### src/verilog/cache_be_pkg.sv
package cache_be_pkg;

   // Byte address and word width
   localparam int ADDR_W = 32;
   localparam int DATA_W = 32;

   // Bytes per word and the byte offset inside a word
   localparam int NBYTES   = DATA_W / 8;
   localparam int NBYTES_W = $clog2(NBYTES);

   // Cache line geometry
   localparam int LINE_WORDS    = 4;
   localparam int WORD_OFFSET_W = $clog2(LINE_WORDS);

   // Address widths with the byte and word offsets removed
   localparam int LINE_ADDR_W = ADDR_W - NBYTES_W - WORD_OFFSET_W;
   localparam int WORD_ADDR_W = ADDR_W - NBYTES_W;

   // Write-through buffer sizing
   localparam int WBUF_DEPTH = 4;
   localparam int WBUF_PTR_W = $clog2(WBUF_DEPTH);

   // Word write from the front end, addressed by word
   typedef struct packed {
      logic [WORD_ADDR_W-1:0] addr;
      logic [DATA_W-1:0]      wdata;
      logic [NBYTES-1:0]      wstrb;
   } wr_req_t;

   // Request on the memory port, byte address kept word aligned
   // A zero wstrb marks a read
   typedef struct packed {
      logic [ADDR_W-1:0] addr;
      logic [DATA_W-1:0] wdata;
      logic [NBYTES-1:0] wstrb;
   } be_req_t;

endpackage

### src/verilog/cache_write_buffer.sv
`timescale 1ns/1ps

module cache_write_buffer (
   input  logic                  clk,
   input  logic                  reset,

   // Accepted front-end writes
   input  logic                  push,
   input  cache_be_pkg::wr_req_t push_req,
   output logic                  full,

   // Head of the queue toward the write channel
   output logic                  buf_valid,
   output cache_be_pkg::wr_req_t buf_req,
   input  logic                  buf_pop,
   output logic                  buf_empty
);

   cache_be_pkg::wr_req_t mem [cache_be_pkg::WBUF_DEPTH];

   logic [cache_be_pkg::WBUF_PTR_W-1:0] wr_ptr;
   logic [cache_be_pkg::WBUF_PTR_W-1:0] rd_ptr;
   logic [cache_be_pkg::WBUF_PTR_W:0]   count;

   logic do_push;
   logic do_pop;

   // Depth is a power of two, so the count MSB alone means full
   assign full      = count[cache_be_pkg::WBUF_PTR_W];
   assign buf_empty = (count == '0);
   assign buf_valid = ~buf_empty;
   assign buf_req   = mem[rd_ptr];

   assign do_push = push & ~full;
   assign do_pop  = buf_pop & buf_valid;

   always_ff @(posedge clk) begin
      if (do_push) begin
         mem[wr_ptr] <= push_req;
      end
   end

   always_ff @(posedge clk) begin
      if (reset) begin
         wr_ptr <= '0;
         rd_ptr <= '0;
         count  <= '0;
      end else begin
         if (do_push) begin
            wr_ptr <= wr_ptr + 1'b1;
         end
         if (do_pop) begin
            rd_ptr <= rd_ptr + 1'b1;
         end
         // Simultaneous push and pop leave the count alone
         case ({do_push, do_pop})
            2'b10: begin
               count <= count + 1'b1;
            end
            2'b01: begin
               count <= count - 1'b1;
            end
            default: begin
               count <= count;
            end
         endcase
      end
   end

endmodule

### src/verilog/cache_write_channel.sv
`timescale 1ns/1ps

module cache_write_channel (
   input  logic                  clk,
   input  logic                  reset,

   // Issue permission from the back end arbiter
   input  logic                  start_ok,

   // Write buffer head
   input  logic                  buf_valid,
   input  cache_be_pkg::wr_req_t buf_req,
   output logic                  buf_pop,
   output logic                  idle,

   // Memory port side
   output logic                  be_valid,
   output cache_be_pkg::be_req_t be_req,
   input  logic                  be_ready
);

   typedef enum logic {
      W_IDLE,
      W_BUSY
   } state_t;

   state_t state;

   // Take the head entry only when the port is ours
   assign buf_pop  = (state == W_IDLE) & start_ok & buf_valid;
   assign idle     = (state == W_IDLE);
   assign be_valid = (state == W_BUSY);

   always_ff @(posedge clk) begin
      if (reset) begin
         state <= W_IDLE;
      end else begin
         case (state)
            W_IDLE: begin
               if (buf_pop) begin
                  state <= W_BUSY;
               end
            end
            default: begin
               if (be_ready) begin
                  state <= W_IDLE;
               end
            end
         endcase
      end
   end

   // Word address becomes a word aligned byte address
   always_ff @(posedge clk) begin
      if (buf_pop) begin
         be_req.addr  <= {buf_req.addr, {cache_be_pkg::NBYTES_W{1'b0}}};
         be_req.wdata <= buf_req.wdata;
         be_req.wstrb <= buf_req.wstrb;
      end
   end

endmodule

### src/verilog/cache_read_channel.sv
`timescale 1ns/1ps

module cache_read_channel (
   input  logic                                    clk,
   input  logic                                    reset,

   // Ordering condition from the back end
   input  logic                                    start_ok,

   // Line refill request and returned words
   input  logic                                    replace_valid,
   input  logic [cache_be_pkg::LINE_ADDR_W-1:0]    replace_addr,
   output logic                                    replace,
   output logic                                    read_valid,
   output logic [cache_be_pkg::WORD_OFFSET_W-1:0]  read_addr,
   output logic [cache_be_pkg::DATA_W-1:0]         read_rdata,

   // Memory port side
   output logic                                    be_valid,
   output cache_be_pkg::be_req_t                   be_req,
   input  logic [cache_be_pkg::DATA_W-1:0]         be_rdata,
   input  logic                                    be_ready
);

   typedef enum logic {
      R_IDLE,
      R_FETCH
   } state_t;

   state_t state;

   logic [cache_be_pkg::LINE_ADDR_W-1:0]   line_addr;
   logic [cache_be_pkg::WORD_OFFSET_W-1:0] beat;
   logic                                   start;
   logic                                   last_beat;

   assign start     = (state == R_IDLE) & replace_valid & start_ok;
   // Line length is a power of two, so the last beat is all ones
   assign last_beat = &beat;

   assign replace  = (state == R_FETCH);
   assign be_valid = (state == R_FETCH);

   // Reads carry no data and a zero strobe
   assign be_req.addr  = {line_addr, beat, {cache_be_pkg::NBYTES_W{1'b0}}};
   assign be_req.wdata = '0;
   assign be_req.wstrb = '0;

   // Each word goes back in the cycle the memory returns it
   assign read_valid = replace & be_ready;
   assign read_addr  = beat;
   assign read_rdata = be_rdata;

   always_ff @(posedge clk) begin
      if (reset) begin
         state <= R_IDLE;
         beat  <= '0;
      end else begin
         case (state)
            R_IDLE: begin
               if (start) begin
                  state <= R_FETCH;
                  beat  <= '0;
               end
            end
            default: begin
               if (be_ready) begin
                  beat <= beat + 1'b1;
                  if (last_beat) begin
                     state <= R_IDLE;
                  end
               end
            end
         endcase
      end
   end

   always_ff @(posedge clk) begin
      if (start) begin
         line_addr <= replace_addr;
      end
   end

endmodule

### src/verilog/cache_back_end.sv
`timescale 1ns/1ps

module cache_back_end (
   input  logic                                    clk,
   input  logic                                    reset,

   // Write buffer
   input  logic                                    buf_valid,
   input  cache_be_pkg::wr_req_t                   buf_req,
   output logic                                    buf_pop,
   input  logic                                    buf_empty,

   // Line refill
   input  logic                                    replace_valid,
   input  logic [cache_be_pkg::LINE_ADDR_W-1:0]    replace_addr,
   output logic                                    replace,
   output logic                                    read_valid,
   output logic [cache_be_pkg::WORD_OFFSET_W-1:0]  read_addr,
   output logic [cache_be_pkg::DATA_W-1:0]         read_rdata,

   // Memory port
   output logic                                    be_valid,
   output cache_be_pkg::be_req_t                   be_req,
   input  logic [cache_be_pkg::DATA_W-1:0]         be_rdata,
   input  logic                                    be_ready
);

   cache_be_pkg::be_req_t be_req_read;
   cache_be_pkg::be_req_t be_req_write;
   logic                  be_valid_read;
   logic                  be_valid_write;
   logic                  write_idle;
   logic                  read_start_ok;
   logic                  write_start_ok;

   // A refill waits for every buffered write to drain
   assign read_start_ok  = buf_empty & write_idle;
   // Writes hold off while a refill is pending or running
   assign write_start_ok = ~replace & ~replace_valid;

   assign be_req   = be_valid_read ? be_req_read : be_req_write;
   assign be_valid = be_valid_read | be_valid_write;

   cache_read_channel read_fsm (
      .clk           (clk),
      .reset         (reset),
      .start_ok      (read_start_ok),
      .replace_valid (replace_valid),
      .replace_addr  (replace_addr),
      .replace       (replace),
      .read_valid    (read_valid),
      .read_addr     (read_addr),
      .read_rdata    (read_rdata),
      .be_valid      (be_valid_read),
      .be_req        (be_req_read),
      .be_rdata      (be_rdata),
      .be_ready      (be_ready)
   );

   cache_write_channel write_fsm (
      .clk       (clk),
      .reset     (reset),
      .start_ok  (write_start_ok),
      .buf_valid (buf_valid),
      .buf_req   (buf_req),
      .buf_pop   (buf_pop),
      .idle      (write_idle),
      .be_valid  (be_valid_write),
      .be_req    (be_req_write),
      .be_ready  (be_ready)
   );

endmodule

### src/verilog/cache_memory_side.sv
`timescale 1ns/1ps

module cache_memory_side (
   input  logic                                    clk,
   input  logic                                    reset,

   // Front-end word writes
   input  logic                                    write_valid,
   input  cache_be_pkg::wr_req_t                   write_req,
   output logic                                    write_ready,

   // Front-end line refill
   input  logic                                    replace_valid,
   input  logic [cache_be_pkg::LINE_ADDR_W-1:0]    replace_addr,
   output logic                                    replace,
   output logic                                    read_valid,
   output logic [cache_be_pkg::WORD_OFFSET_W-1:0]  read_addr,
   output logic [cache_be_pkg::DATA_W-1:0]         read_rdata,

   // Memory port
   output logic                                    be_valid,
   output cache_be_pkg::be_req_t                   be_req,
   input  logic [cache_be_pkg::DATA_W-1:0]         be_rdata,
   input  logic                                    be_ready
);

   cache_be_pkg::wr_req_t buf_req;
   logic                  buf_full;
   logic                  buf_valid;
   logic                  buf_pop;
   logic                  buf_empty;
   logic                  buf_push;

   assign write_ready = ~buf_full;
   assign buf_push    = write_valid & write_ready;

   cache_write_buffer u_write_buffer (
      .clk       (clk),
      .reset     (reset),
      .push      (buf_push),
      .push_req  (write_req),
      .full      (buf_full),
      .buf_valid (buf_valid),
      .buf_req   (buf_req),
      .buf_pop   (buf_pop),
      .buf_empty (buf_empty)
   );

   cache_back_end u_back_end (
      .clk           (clk),
      .reset         (reset),
      .buf_valid     (buf_valid),
      .buf_req       (buf_req),
      .buf_pop       (buf_pop),
      .buf_empty     (buf_empty),
      .replace_valid (replace_valid),
      .replace_addr  (replace_addr),
      .replace       (replace),
      .read_valid    (read_valid),
      .read_addr     (read_addr),
      .read_rdata    (read_rdata),
      .be_valid      (be_valid),
      .be_req        (be_req),
      .be_rdata      (be_rdata),
      .be_ready      (be_ready)
   );

endmodule

### config.mk
export PLATFORM = sky130hd
export DESIGN_NAME = cache_memory_side
export DESIGN_NICKNAME = d
export VERILOG_FILES = /design/src/verilog/cache_be_pkg.sv /design/src/verilog/cache_write_buffer.sv /design/src/verilog/cache_write_channel.sv /design/src/verilog/cache_read_channel.sv /design/src/verilog/cache_back_end.sv /design/src/verilog/cache_memory_side.sv
export SDC_FILE = /design/constraint.sdc
export NUM_CORES = 1
export LEC_CHECK = 0
export BUFFER_PORTS_ARGS = -buffer_cell sky130_fd_sc_hd__clkbuf_2
export CAP_MARGIN = 40
export CORE_MARGIN = 8
export CORE_UTILIZATION = 56
export DETAILED_ROUTE_END_ITERATION = 8
export PLACE_DENSITY = 0.81
export SETUP_SLACK_MARGIN = 0.5
export SLEW_MARGIN = 20
export SYNTH_ARGS = -nofsm -noshare
export SYNTH_HDL_FRONTEND = slang
export SYNTH_SLANG_ARGS = --single-unit
### constraint.sdc
create_clock -name clk -period 5.2 [get_ports clk]
set_input_delay 0 -clock clk [delete_from_list [all_inputs] [get_ports clk]]
set_output_delay 0 -clock clk [all_outputs]
set_load 0.005 [all_outputs]
# Word-level counts from Yosys, hierarchy flattened
# Memories as Yosys holds them, arrays and structs flattened. A register that Yosys moved wholly into a read port is not among the register bits.
# Index checks and enable logic that the tools add are counted.
op_classes:
  muxes: 14
  eq_ne: 3
  reduce_logical: 5
  n_addsub: 5
  bitwise_logic: 16
op_table:
  columns: ["operator", "n"]
  rows:
  - ["68-bit 2-to-1 mux", 1]
  - ["1-bit bitwise AND", 10]
  - ["1-bit 2-to-1 mux", 9]
  - ["2-bit by 1-bit adder with 2-bit output, second input constant", 3]
  - ["2-bit 2-to-1 mux", 3]
  - ["3-bit one-hot mux with 2 select lines", 1]
  - ["1-bit NOT", 5]
  - ["2-bit AND reduction", 2]
  - ["2-bit nonzero test", 2]
  - ["3-bit by 1-bit adder with 3-bit output, second input constant", 1]
  - ["3-bit zero test", 1]
  - ["3-bit by 1-bit subtractor with 3-bit output, second input constant", 1]
  - ["2-bit by 1-bit == test with 1-bit output, second input constant", 1]
  - ["2-bit == test, second input constant", 1]
  - ["2-bit != test, second input constant", 1]
  - ["1-bit bitwise OR", 1]
word_totals:
  memories: 1
  output_inout_bits: 106
  word_cells: 51
  input_bits: 131
  reg_bits: 39
  mem_bits_rw: 264
memory_table:
  columns: ["name", "depth", "width", "rd", "rd_ports_with_merged_regs", "write_ports", "line_no", "source"]
  rows:
  - ["u_write_buffer.mem", 4, 66, 1, 1, 1, "cache_write_buffer.sv:19", "cache_be_pkg::wr_req_t mem [cache_be_pkg::WBUF_DEPTH];"]

# Longest topological paths before layout
# Gate-level depths: netlist of the first run.
logic_depth:
  ltp_word: 7
  mapped_depth: 9
  mapped_depth_nobuf: 8

# Modules after synthesis
# A second synthesis of the first run with hierarchy kept.
hier_totals:
  hier_cells: 668
  area_unflattened_um2: 14475.1
modules_own_cells:
  columns: ["mod", "area_per_inst_um2", "cells_per_inst", "instances", "seq_area_each_um2"]
  rows:
  - ["cache_write_buffer", 9975.8, 396, 1, 8107.8]
  - ["cache_write_channel", 2063.2, 75, 1, 2001.9]
  - ["cache_read_channel", 1551.5, 116, 1, 900.9]
  - ["cache_back_end", 874.6, 79, 1, 0.0]
  - ["cache_memory_side", 10.0, 2, 1, 0.0]

# Least setup slack after synthesis of the first run
# OpenSTA, ideal clock, no wires.
synth_path:
  path_type: "register to register"
  from: "register u_back_end.read_fsm.state (netlist: u_back_end.read_fsm.be_valid)"
  to: "register u_write_buffer.count[2] (netlist bit)"
  path_slack_ns: 0.953
  setup_ns: 0.070
  required_ns: 5.130
  synth_period_minus_slack_ns: 4.247
  arrival_time_ns: 4.177
  path_buffers: 1
  path_stages_with_launch: 9
  path_cell_list: "dfxtp_1 buf_4 nor4_4 ha_1 inv_1 fa_1 xor2_1 or3_1 a21oi_1"
synth_via:
  elab_chain_cells: 7
  elab_cells_between_ends: 9
  cone_classes: "2 x eq/ne; 1 x mux; 5 x bitwise; 1 x reduce/logical"
synth_lines:
  columns: ["element", "line_no", "source"]
  rows:
  - ["start, declared", "cache_read_channel.sv:30", "state_t state;"]
  - ["start signal, assigned", "cache_read_channel.sv:56", "state <= R_IDLE;"]
  - ["start signal, assigned", "cache_read_channel.sv:62", "state <= R_FETCH;"]
  - ["start signal, assigned", "cache_read_channel.sv:70", "state <= R_IDLE;"]
  - ["1-bit NOT (*)", "cache_back_end.sv:39", "assign write_start_ok = ~replace & ~replace_valid;"]
  - ["1-bit bitwise AND (*)", "cache_back_end.sv:39", null]
  - ["1-bit bitwise AND (*) (2 in series)", "cache_write_channel.sv:30", "assign buf_pop = (state == W_IDLE) & start_ok & buf_valid;"]
  - ["named net buf_pop", "cache_memory_side.sv:30", "logic buf_pop;"]
  - ["1-bit bitwise AND (*)", "cache_write_buffer.sv:35", "assign do_pop = buf_pop & buf_valid;"]
  - ["2-bit by 1-bit == test with 1-bit output / 2-bit == test (equally long branches)", "cache_write_buffer.sv:56", "case ({do_push, do_pop})"]
  - ["3-bit one-hot mux with 2 select lines / 2-bit nonzero test (equally long branches)", null, null]
  - ["end signal, assigned", "cache_write_buffer.sv:58", "count <= count + 1'b1;"]
  - ["end signal, assigned", "cache_write_buffer.sv:61", "count <= count - 1'b1;"]
  - ["end signal, assigned", "cache_write_buffer.sv:64", "count <= count;"]
  - ["end, declared", "cache_write_buffer.sv:23", "logic [cache_be_pkg::WBUF_PTR_W:0] count;"]
# Mark *: on every way through the listed nets, which the timed path passes. The rest lies on a longest branch.
# A chain may end at the register's enable or synchronous reset.

# Final worst setup path of the first run
# Ends and elaborated chain as after synthesis.

==> results, run 1 <==
- By area the synthesized netlist is led by edfxtp_1 (77%), mux4_2 (11%), mux2_2 (2.5%).
- The wire length of the first global-routing pass is 43800 um.
- The synthesized netlist cell count is 622.
- The total grt overflow is 0.
- The top cell type's share of synthesized area is 77.4%.
- The number of buffers added by the clock tree synthesis step is 37.
- The insertion delay to the later sink of the worst-skew pair is 0.51 ns.
- After synthesis the netlist holds a flip-flop and latch count of 369.
- The post-cts gate resize count is 0.
- Summed over all layers, the routed wires come to 28300 um.
- After the last flow step, the layout net total stands at 1017.
- Hold timing on the final database bottoms out at a slack of 0.00000182 ns.
- At the end of routability-driven placement, the weighted congestion stood at 0.746.
- The number of routed nets with antenna violations is 0.
- The routed length per instance is 22.9 um.
- The biggest area contributor in the post-synthesis netlist is edfxtp_1.
- For this block, the initial DRC count from the detailed router was 480.
- Along the worst hold path, the cell count comes to 0.
- The half-perimeter wire length of the detailed placement result is 17100 um.
- The root cell of the clock tree is clkbuf_16.
- The CTS H-tree depth is 2.
- In this run the most critical hold path is launched from be_rdata[1].
- The delay of the slowest critical-path stage is 0.46 ns.
- The number of flops mapped to enable cells by yosys is 358.
- After synthesis, the most frequently instantiated cells are edfxtp_1 (358), mux4_2 (66), buf_4 (43).
- The number of sinks on the clock net is 369.
- For this design the ratio of total power to cell area is 483 nW/um^2.
- The clock passes through at most 3 buffers.
- The share of total power dissipated in the clock network is 28.8%.
- Yosys printed 0 warnings.
- During placement, the flow inserted port buffers numbering 170.
- The distinct cell type count after synthesis is 31.
- The number of detailed-routing iterations run before antenna repair is 5.
- For the final database, setup skew stands at 0.0175 ns.
- For this configuration, the core starts out at a cell density of 57.1%.
- Across the run, the number of max-cap violations was 0.
- The proportion of layout cells with a drive suffix above 1 is 36.8%.
- The worst slew margin relative to its limit is 54.0%.
- The min-delay analysis places its worst path in the category primary input to output pin.
- The setup slack of the most critical reg-to-reg path is 2.78 ns.
- The final number of setup-violating endpoints is 0.
- The most common cell in the synthesized netlist is edfxtp_1.
- Once layout is complete, the cells apart from fillers number 1232.
- In the routed layout, each cell is associated on average with a via count of 5.54.
- Setup repair after global routing left no endpoint under its margin.
- The count of final max-slew check failures came to 0.
- The most used flip-flop cell after synthesis is edfxtp_1.
- STA classifies the critical path startpoint as a register.
- Setup slack closes at 2.78 ns.
- At the pin with the least slew margin, the transition time is 0.689 ns.
- VDD sags by at most 0.374 mV.
- After floorplanning, the core was divided into 57 placement rows.
- The worst register-to-register path begins at u_back_end.read_fsm.be_valid.
- The floorplan die area is 30100 um^2.
- The highest-delay cell along the critical path is dfxtp_4.
- The maximum achievable frequency is 413 MHz.
- The cell depth of the worst flop-to-flop path is 8.
- The mean cell area of the mapped netlist is 22.3 um^2.
- The total negative slack for setup checks is 0 ns.
- The die height is 173 um.
- The net switching power is 2.10 mW.
- Entering global routing, the biggest net connects 50 pins.
- For this block, the via count after detailed routing is 6822.
- The run finished with clean final reports.
- The fraction of power consumed by sequential logic is 49.9%.
- The number of antenna violations at the first check in global routing is 2.
- The endpoint of the most critical register-to-register path is u_write_buffer.count[2].
- The number of global-route vias before repair is 7648.
- The hold-critical path endpoint is read_rdata[1].
- The overall fraction of global-route tracks in use is 18.9%.
- After synthesis, the share of flip-flops with an asynchronous set or reset is 0%.
- The total area inside the core boundary comes to 24300 um^2.
- The worst path uses 46.6% of the clock period.
- Combinational logic is responsible for 21.3% of the overall power.
- The worst path arrival time is 2.84 ns.
- TritonCTS built the clock tree.
- Of all nets on the critical path, the largest fanout is 45.
- The internal power of the cells totals 6.12 mW.
- Summed over all cells, the static leakage comes to 5.87 nW.
- Counting tap cells, the placed design contains a total of 1066 instances.
- The number of top-level pins is 237.
- The worst path needs 2.42 ns of the cycle, external delays included.
- The layout overhead on the synthesized area is 22.6%.
- For this run, design rule violations remaining after detail routing come to 0.
- The worst setup path is captured at a register.
- The post-synthesis instance area is 13900 um^2.
- The post-synthesis sequential area ratio is 79.0%.
- At the worst endpoint, the required time is 5.62 ns.
- The switching portion of total power is 25.5%.
- The number of hold violations in the final report was 0.
- The critical path in this run is classified as register to register.
- Clock-pin slew was measured on the worst setup and hold paths at 0.06 ns.
- The critical path goes through buf_12 > nor4_4 > ha_1 > inv_1 > fa_1 > xor2_1 > or3_1 > a21oi_1.
- In this run the horizontal extent of the chip is 173 um.
- The pre-CTS setup slack is 2.80 ns.
-- power by group through the flow --
stage	clock network [mW]	registers, mW	logic [mW]
floorplan	0	4.04	1.15
global placement	0	4.24	1.43
detailed placement	0	4.17	1.71
CTS	2.42	4.11	1.79
global route	2.54	4.15	1.90
finish	2.36	4.10	1.75
-- worst max path at each step --
stage / from / endpoint / cells past startpoint
after global routing: u_back_end.read_fsm.be_valid / u_write_buffer.count[2] / 8
after CTS: u_back_end.read_fsm.be_valid / u_write_buffer.count[2] / 8
after global placement: u_write_buffer.rd_ptr[0] / u_back_end.write_fsm.be_req[43] / 2
after detailed placement: u_back_end.read_fsm.be_valid / u_write_buffer.count[2] / 8
final: u_back_end.read_fsm.be_valid / u_write_buffer.count[2] / 8
after floorplan: u_back_end.read_fsm.be_valid / u_write_buffer.count[2] / 8
-- through the flow --
| stage | cell area (um^2) | power [mW] | utilization [%] |
|---|---|---|---|
| after floorplan | 13900 | 5.19 | - |
| after global placement | 14700 | 5.67 | 60.6 |
| after detailed placement | 15000 | 5.87 | 61.5 |
| after CTS | 17000 | 8.31 | 69.9 |
| after global routing | 17000 | 8.58 | 70.0 |
| final | 17000 | 8.22 | 70.0 |
-- logic make-up (layout without fill, tap and decap cells) --
| logic type | after synthesis | in the layout | synth area share [%] |
|---|---|---|---|
| AO/OA/AOI/OAI | 7 | 7 | 0.315 |
| XOR/XNOR | 3 | 3 | 0.189 |
| adder cells (fa/ha/maj) | 7 | 7 | 0.685 |
| buffers and inverters | 73 | 355 | 3.50 |
| flip-flops | 369 | 369 | 79.0 |
| multiplexers | 99 | 99 | 13.4 |
| other | 1 | 5 | 0.0270 |
| AND/OR/NAND/NOR | 63 | 63 | 2.87 |
-- flip-flops by register name, indices dropped and copies added (netlist names) --
register and flops:
u_back_end.read_fsm.read_addr 2, u_write_buffer.wr_ptr 2, u_write_buffer.mem 264, u_back_end.write_fsm.be_valid 1, u_back_end.write_fsm.be_req 66, u_back_end.read_fsm.line_addr 28, u_write_buffer.count 3, u_back_end.read_fsm.be_valid 1
u_write_buffer.rd_ptr 2
-- cells in the final DEF, fill, tap and decap left out, types with 8 or more instances in the layout --
master	instances
inv_1	11
clkbuf_16	37
nor2b_1	40
edfxtp_1	358
clkinv_1	10
clkbuf_1	12
dlygate4sd3_1	98
clkbuf_2	170
nor2_1	8
dfxtp_1	8
mux2_2	31
mux4_2	66
-- layout make-up --
class | count | area, um^2
Timing Repair Buffer | 279 | 2070
Tap cell | 324 | 405
Fill cell | 1448 | 7300
Inverter | 11 | 41.3
Multi-Input combinational cell | 181 | 2440
Clock inverter | 16 | 97.6
Antenna cell | 3 | 7.51
Clock buffer | 49 | 971
Sequential cell | 369 | 11000
-- routing by layer --
| layer | GRT usage [%] | part of all wire [%] | vias up |
|---|---|---|---|
| met2 | 32.8 | 51 | 310 |
| li1 | - | - | 2973 |
| met5 | 0 | 0 | - |
| met4 | 8.01 | 3.2 | 0 |
| met1 | 22.2 | 38 | 3467 |
| met3 | 4.64 | 7.2 | 72 |
-- repair_timing --
| item | CTS | global route |
|---|---|---|
| endpoints found under the hold margin | 302 | 0 |
| buffers inserted | 0 | 0 |
| hold buffers | 98 | 0 |
-- critical path: cells and delay by family, from the launching register on --
| family | cells | cell delay (ns) |
|---|---|---|
| compound gates | 1 | 0.16 |
| buf+inv | 2 | 0.32 |
| flops | 1 | 0.46 |
| fa+ha+maj | 2 | 0.63 |
| xor+xnor | 1 | 0.16 |
| simple gates | 2 | 0.63 |
Power figures use the tool's default switching activity.
==> run 2: changes to the inputs <==
ABC_AREA = 1   (was not set)
PLACE_DENSITY = 0.8   (was 0.81)
clock period = 2.3 ns   (was 5.2 ns; I/O delays follow)
==> results, run 2 <==
- The number of detailed-routing iterations run before antenna repair is 5 (unchanged).
- The worst path arrival time is 2.22 ns (was 2.84 ns).
- The post-synthesis instance area came to 14200 um^2 (was 13900 um^2).
- The routed length per instance is 19.3 um (was 22.9 um).
- The switching portion of total power is 29.1% (was 25.5%).
- The root cell of the clock tree was clkbuf_16 (unchanged).
- The number of hold violations in the final report is 0 (unchanged).
- The total grt overflow is 0 (unchanged).
- The core area is 25000 um^2 (was 24300 um^2).
- The die outline width was 175 um (was 173 um).
- The delay of the slowest critical-path stage is 0.36 ns (was 0.46 ns).
- The number of buffers added by the clock tree synthesis step came to 37 (unchanged).
- The multiplexer share of the synthesized area is 0% (was 13.4%).
- The wire length of the first global-routing pass came to 48900 um (was 43800 um).
- The number of routed nets with antenna violations came to 0 (unchanged).
- The most used flip-flop cell after synthesis was edfxtp_1 (unchanged).
- The internal power summed over all cells is 13.4 mW (was 6.12 mW).
- The cell type group with the largest total delay on the critical path is adder cells (was simple AND/OR/NAND/NOR gates).
- The CTS clock-pin slew for the worst setup and hold paths is 0.06 ns (about the same).
- Ranking of synthesized cells by area: edfxtp_1 (76%), nor2_1 (5.1%), o21ai_0 (4.5%) (was edfxtp_1 (77%), mux4_2 (11%), mux2_2 (2.5%)).
- The clock period minus worst slack is 1.78 ns (was 2.42 ns).
- Critical Path, Cell by Cell: inv_2 > nand2_4 > nor2_4 > nand2_2 > bufinv_16 > ha_4 > inv_2 > fa_2 > inv_1 > nand2_1 > nand3_2 > o21ai_1 > a21oi_1 (was buf_12 > nor4_4 > ha_1 > inv_1 > fa_1 > xor2_1 > or3_1 > a21oi_1).
- The highest-delay cell along the critical path is fa_2 (was dfxtp_4).
- The final number of setup-violating endpoints is 0 (unchanged).
- The register with the most flip-flops is u_write_buffer.mem (unchanged).
- The net switching power is 5.50 mW (was 2.10 mW).
- The half-perimeter wire length of the detailed placement result is 18000 um (was 17100 um).
- The pin count of the biggest net entering global routing came to 135 (was 50).
- The post-route clock skew came to 0.0140 ns (was 0.0175 ns).
- The maximum ir drop on the vdd rail was 0.783 mV (was 0.374 mV).
- The met1 track demand over resource came to 24.2% (was 22.2%).
- The number of inserted filler cells in the final layout is 1701 (was 1448).
- The total wirelength of the detailed-routed design is 31600 um (was 28300 um).
- The cell with the most instances after synthesis is edfxtp_1 (unchanged).
- The fraction of power consumed by sequential logic came to 48.1% (was 49.9%).
- The storage element area was 11000 um^2 (about the same).
- The worst slew margin relative to its limit came to 59.4% (was 54.0%).
- The number of buffers on the longest clock path is 3 (unchanged).
- The number of flip-flops under the largest register name is 264 (unchanged).
- The mean cell area of the mapped netlist is 13.7 um^2 (was 22.3 um^2).
- The endpoint of the most critical register-to-register path is u_write_buffer.count[2] (unchanged).
- The met3 layer usage reported by global route is 3.91% (was 4.64%).
- The setup slack of the most critical reg-to-reg path came to 0.52 ns (was 2.78 ns).
- The maximum achievable frequency is 561 MHz (was 413 MHz).
- The adder-cell area share of the yosys netlist is 0.672% (was 0.685%).
- The synthesized-area fraction occupied by xor and xnor cells came to 0.0619% (was 0.189%).
- The number of top-level pins is 237 (unchanged).
- The insertion delay to the later sink of the worst-skew pair is 0.51 ns (about the same).
- The weighted congestion reported at the end of routability-driven placement is 0.771 (was 0.746).
- The site row count was 58 (was 57).
- The number of global-route vias before repair is 9157 (was 7648).
- The type of destination of the critical path is a register (unchanged).
- The cell depth of the worst flop-to-flop path came to 13 (was 8).
- The transition time of the tightest slew-check pin is 0.608 ns (was 0.689 ns).
- The required time reported for the critical path endpoint was 2.73 ns (was 5.62 ns).
- The floorplan die area came to 30600 um^2 (was 30100 um^2).
- The proportion of layout cells with a drive suffix above 1 is 21.2% (was 36.8%).
- The category of the critical setup timing path is register to register (unchanged).
- The share of total power in combinational logic was 23.4% (was 21.3%).
- The total negative slack for setup checks is 0 ns (unchanged).
- Unrepaired setup endpoints after global routing: true (was false).
- The largest fanout on the critical path came to 3 (was 45).
- The initial core utilization is 56.5% (was 57.1%).
- The number of sinks on the clock net came to 369 (unchanged).
- The footprint of the multi-input gates is 2500 um^2 (was 2440 um^2).
- The number of nets in the final layout is 1412 (was 1017).
- The CTS tree is yes (unchanged).
- The distinct cell type count after synthesis was 23 (was 31).
- The number of storage elements in the synthesis netlist came to 369 (unchanged).
- The layout overhead on the synthesized area was 22.5% (was 22.6%).
- The worst hold path stage count is 0 (unchanged).
- The hold-critical path endpoint is read_rdata[12] (was read_rdata[1]).
- The cell area after placement came to 15200 um^2 (was 15000 um^2).
- The overall fraction of global-route tracks in use is 20.3% (was 18.9%).
- The final design area excluding fillers is 17300 um^2 (was 17000 um^2).
- Largest registers: u_write_buffer.mem: 264 flops, u_back_end.write_fsm.be_req: 66 flops, u_back_end.read_fsm.line_addr: 28 flops (unchanged).
- The kind of path behind the tightest hold check is primary input to output pin (unchanged).
- The number of flops mapped to enable cells by yosys was 358 (unchanged).
- The reported leakage power is 6.51 nW (was 5.87 nW).
- The post-synthesis sequential area ratio is 77.5% (was 79.0%).
- The clock group share of total power is 28.5% (was 28.8%).
- The simple-gate portion of the synthesized area came to 7.82% (was 2.87%).
- The cell type with the highest aggregate area in the netlist is edfxtp_1 (unchanged).
- The routing layer with the top usage in global route was met2 (unchanged).
- The number of antenna violations at the first check in global routing came to 3 (was 2).
- The top cell type's share of synthesized area is 75.9% (was 77.4%).
- Top cells by instance count after synthesis: edfxtp_1 (358), nor2_1 (191), o21ai_0 (128) (was edfxtp_1 (358), mux4_2 (66), buf_4 (43)).
- The global-route track usage on met2 is 34.9% (was 32.8%).
- The fraction of the cycle the final worst path needs is 77.5% (was 46.6%).
- The areal power density over the cells is 1090 nW/um^2 (was 483 nW/um^2).
- The commonest non-fill, non-tap cell in the layout was edfxtp_1 (unchanged).
- The number of vias in the routed layout is 8797 (was 6822).
- The source of the worst hold timing path is be_rdata[12] (was be_rdata[1]).
- The synthesized netlist cell count was 1032 (was 622).
- The DRC marker count from the first detailed-route iteration is 808 (was 480).
- Most used cells in the layout excluding fill and tap cells: edfxtp_1 (358), nor2_1 (185), clkbuf_2 (170) (was edfxtp_1 (358), clkbuf_2 (170), dlygate4sd3_1 (98)).
- The buffer and inverter count on the worst path was 4 (was 2).
- The share of async-settable or async-resettable flops after synthesis is 0% (unchanged).
- The type of element launching the critical path is a register (unchanged).
- The synthesized-area fraction occupied by ao, oa, aoi and oai cells is 8.08% (was 0.315%).
- The yosys synthesis warning count is 0 (unchanged).
- The mean number of vias per cell was 5.39 (was 5.54).
- The number of DRC violations after detailed routing was 0 (unchanged).
- Run status: finished, final reports clean (unchanged).
- The max-capacitance violation count was 0 (unchanged).
- The source of the worst register-to-register timing path is u_back_end.read_fsm.be_valid (unchanged).
- The main combinational cell family by area after synthesis is compound AO/OA/AOI/OAI gates (was multiplexers).
- The dominant cell type by count on the critical path is inv_2.
- The count of final max-slew check failures is 0 (unchanged).
- The die height came to 175 um (was 173 um).
- The CTS H-tree depth was 2 (unchanged).
- The number of I/O port buffers is 170 (unchanged).
-- run 2: cell count changes after synthesis, sizes merged, moves of 3 or more --
cell | previous run | this run
nand3 | 1 | 4
and2 | 4 | 0
buf | 54 | 69
o21ai | 2 | 139
mux2 | 32 | 0
nand2 | 3 | 98
nor2 | 8 | 191
nor2b | 40 | 0
inv | 11 | 60
a21oi | 3 | 7
clkbuf | 8 | 20
mux4 | 66 | 0
o22ai | 0 | 66
-- run 2: power groups by stage --
stage,sequential [mW],combinational (mW),clock (mW)
2_1_floorplan,9.12,2.71,0
3_3_place_gp,9.17,4.13,0
3_5_place_dp,9.22,4.25,0
4_1_cts,9.09,4.44,5.48
5_1_grt,9.19,4.92,5.74
6_report,9.10,4.43,5.39
-- run 2: kinds of logic (layout without fill, tap and decap cells) --
kind of cell             count (synthesis)  in the layout
adder cells (fa/ha/maj)                  7              7
AO/OA/AOI/OAI                          212            212
flip-flops                             369            369
XOR/XNOR                                 1              1
other                                    1              5
buffers and inverters                  149            416
AND/OR/NAND/NOR                        293            293
-- run 2: timing repair --
action	4_1_cts	5_1_grt
gates resized for setup	5	7
setup buffers	1	3
hold buffers	98	0
hold endpoints to repair	306	0
endpoints found under the setup margin	53	5
pin swaps	0	4
-- run 2: through the flow --
stage / cells / hold slack [ns] / total power, mW / util, % / setup slack, ns
after floorplan: 1033 / 0.0650 / 11.8 / - / 0.326
after global placement: 1463 / 0.0000601 / 13.3 / 60.8 / 0.483
after detailed placement: 1463 / 0.0000601 / 13.5 / 60.8 / 0.417
after CTS: 1627 / 0.0000601 / 19.0 / 69.0 / 0.509
after global routing: 1633 / 0.0000105 / 19.8 / 69.3 / 0.433
final: 1633 / 0.00000143 / 18.9 / 69.3 / 0.518
-- run 2: layout make-up --
type / instances / area share [%]
flip-flops and latches: 369 / 63.4
multi-input cells: 515 / 14.4
repair buffers: 291 / 12.1
clock buffers: 49 / 5.60
well taps: 330 / 2.38
inverters: 60 / 1.51
clock inverters: 16 / 0.592
diodes: 3 / 0.0433
-- run 2: worst max-delay path by stage --
stage	cells after the start	end	start	slack, ns
global route	13	u_write_buffer.count[2]	u_back_end.read_fsm.be_valid	0.43
detailed placement	11	u_write_buffer.count[2]	u_write_buffer.count[0]	0.42
finish	13	u_write_buffer.count[2]	u_back_end.read_fsm.be_valid	0.52
floorplan	12	u_write_buffer.count[2]	u_back_end.read_fsm.be_valid	0.33
CTS	12	u_write_buffer.count[2]	u_back_end.write_fsm.be_valid	0.51
global placement	11	u_write_buffer.count[2]	u_write_buffer.count[0]	0.48
-- run 2: layer usage --
layer	share of wire, %	vias up
met4	4.0	0
met3	6.5	82
li1	-	4135
met5	0	-
met1	39	4262
met2	51	318
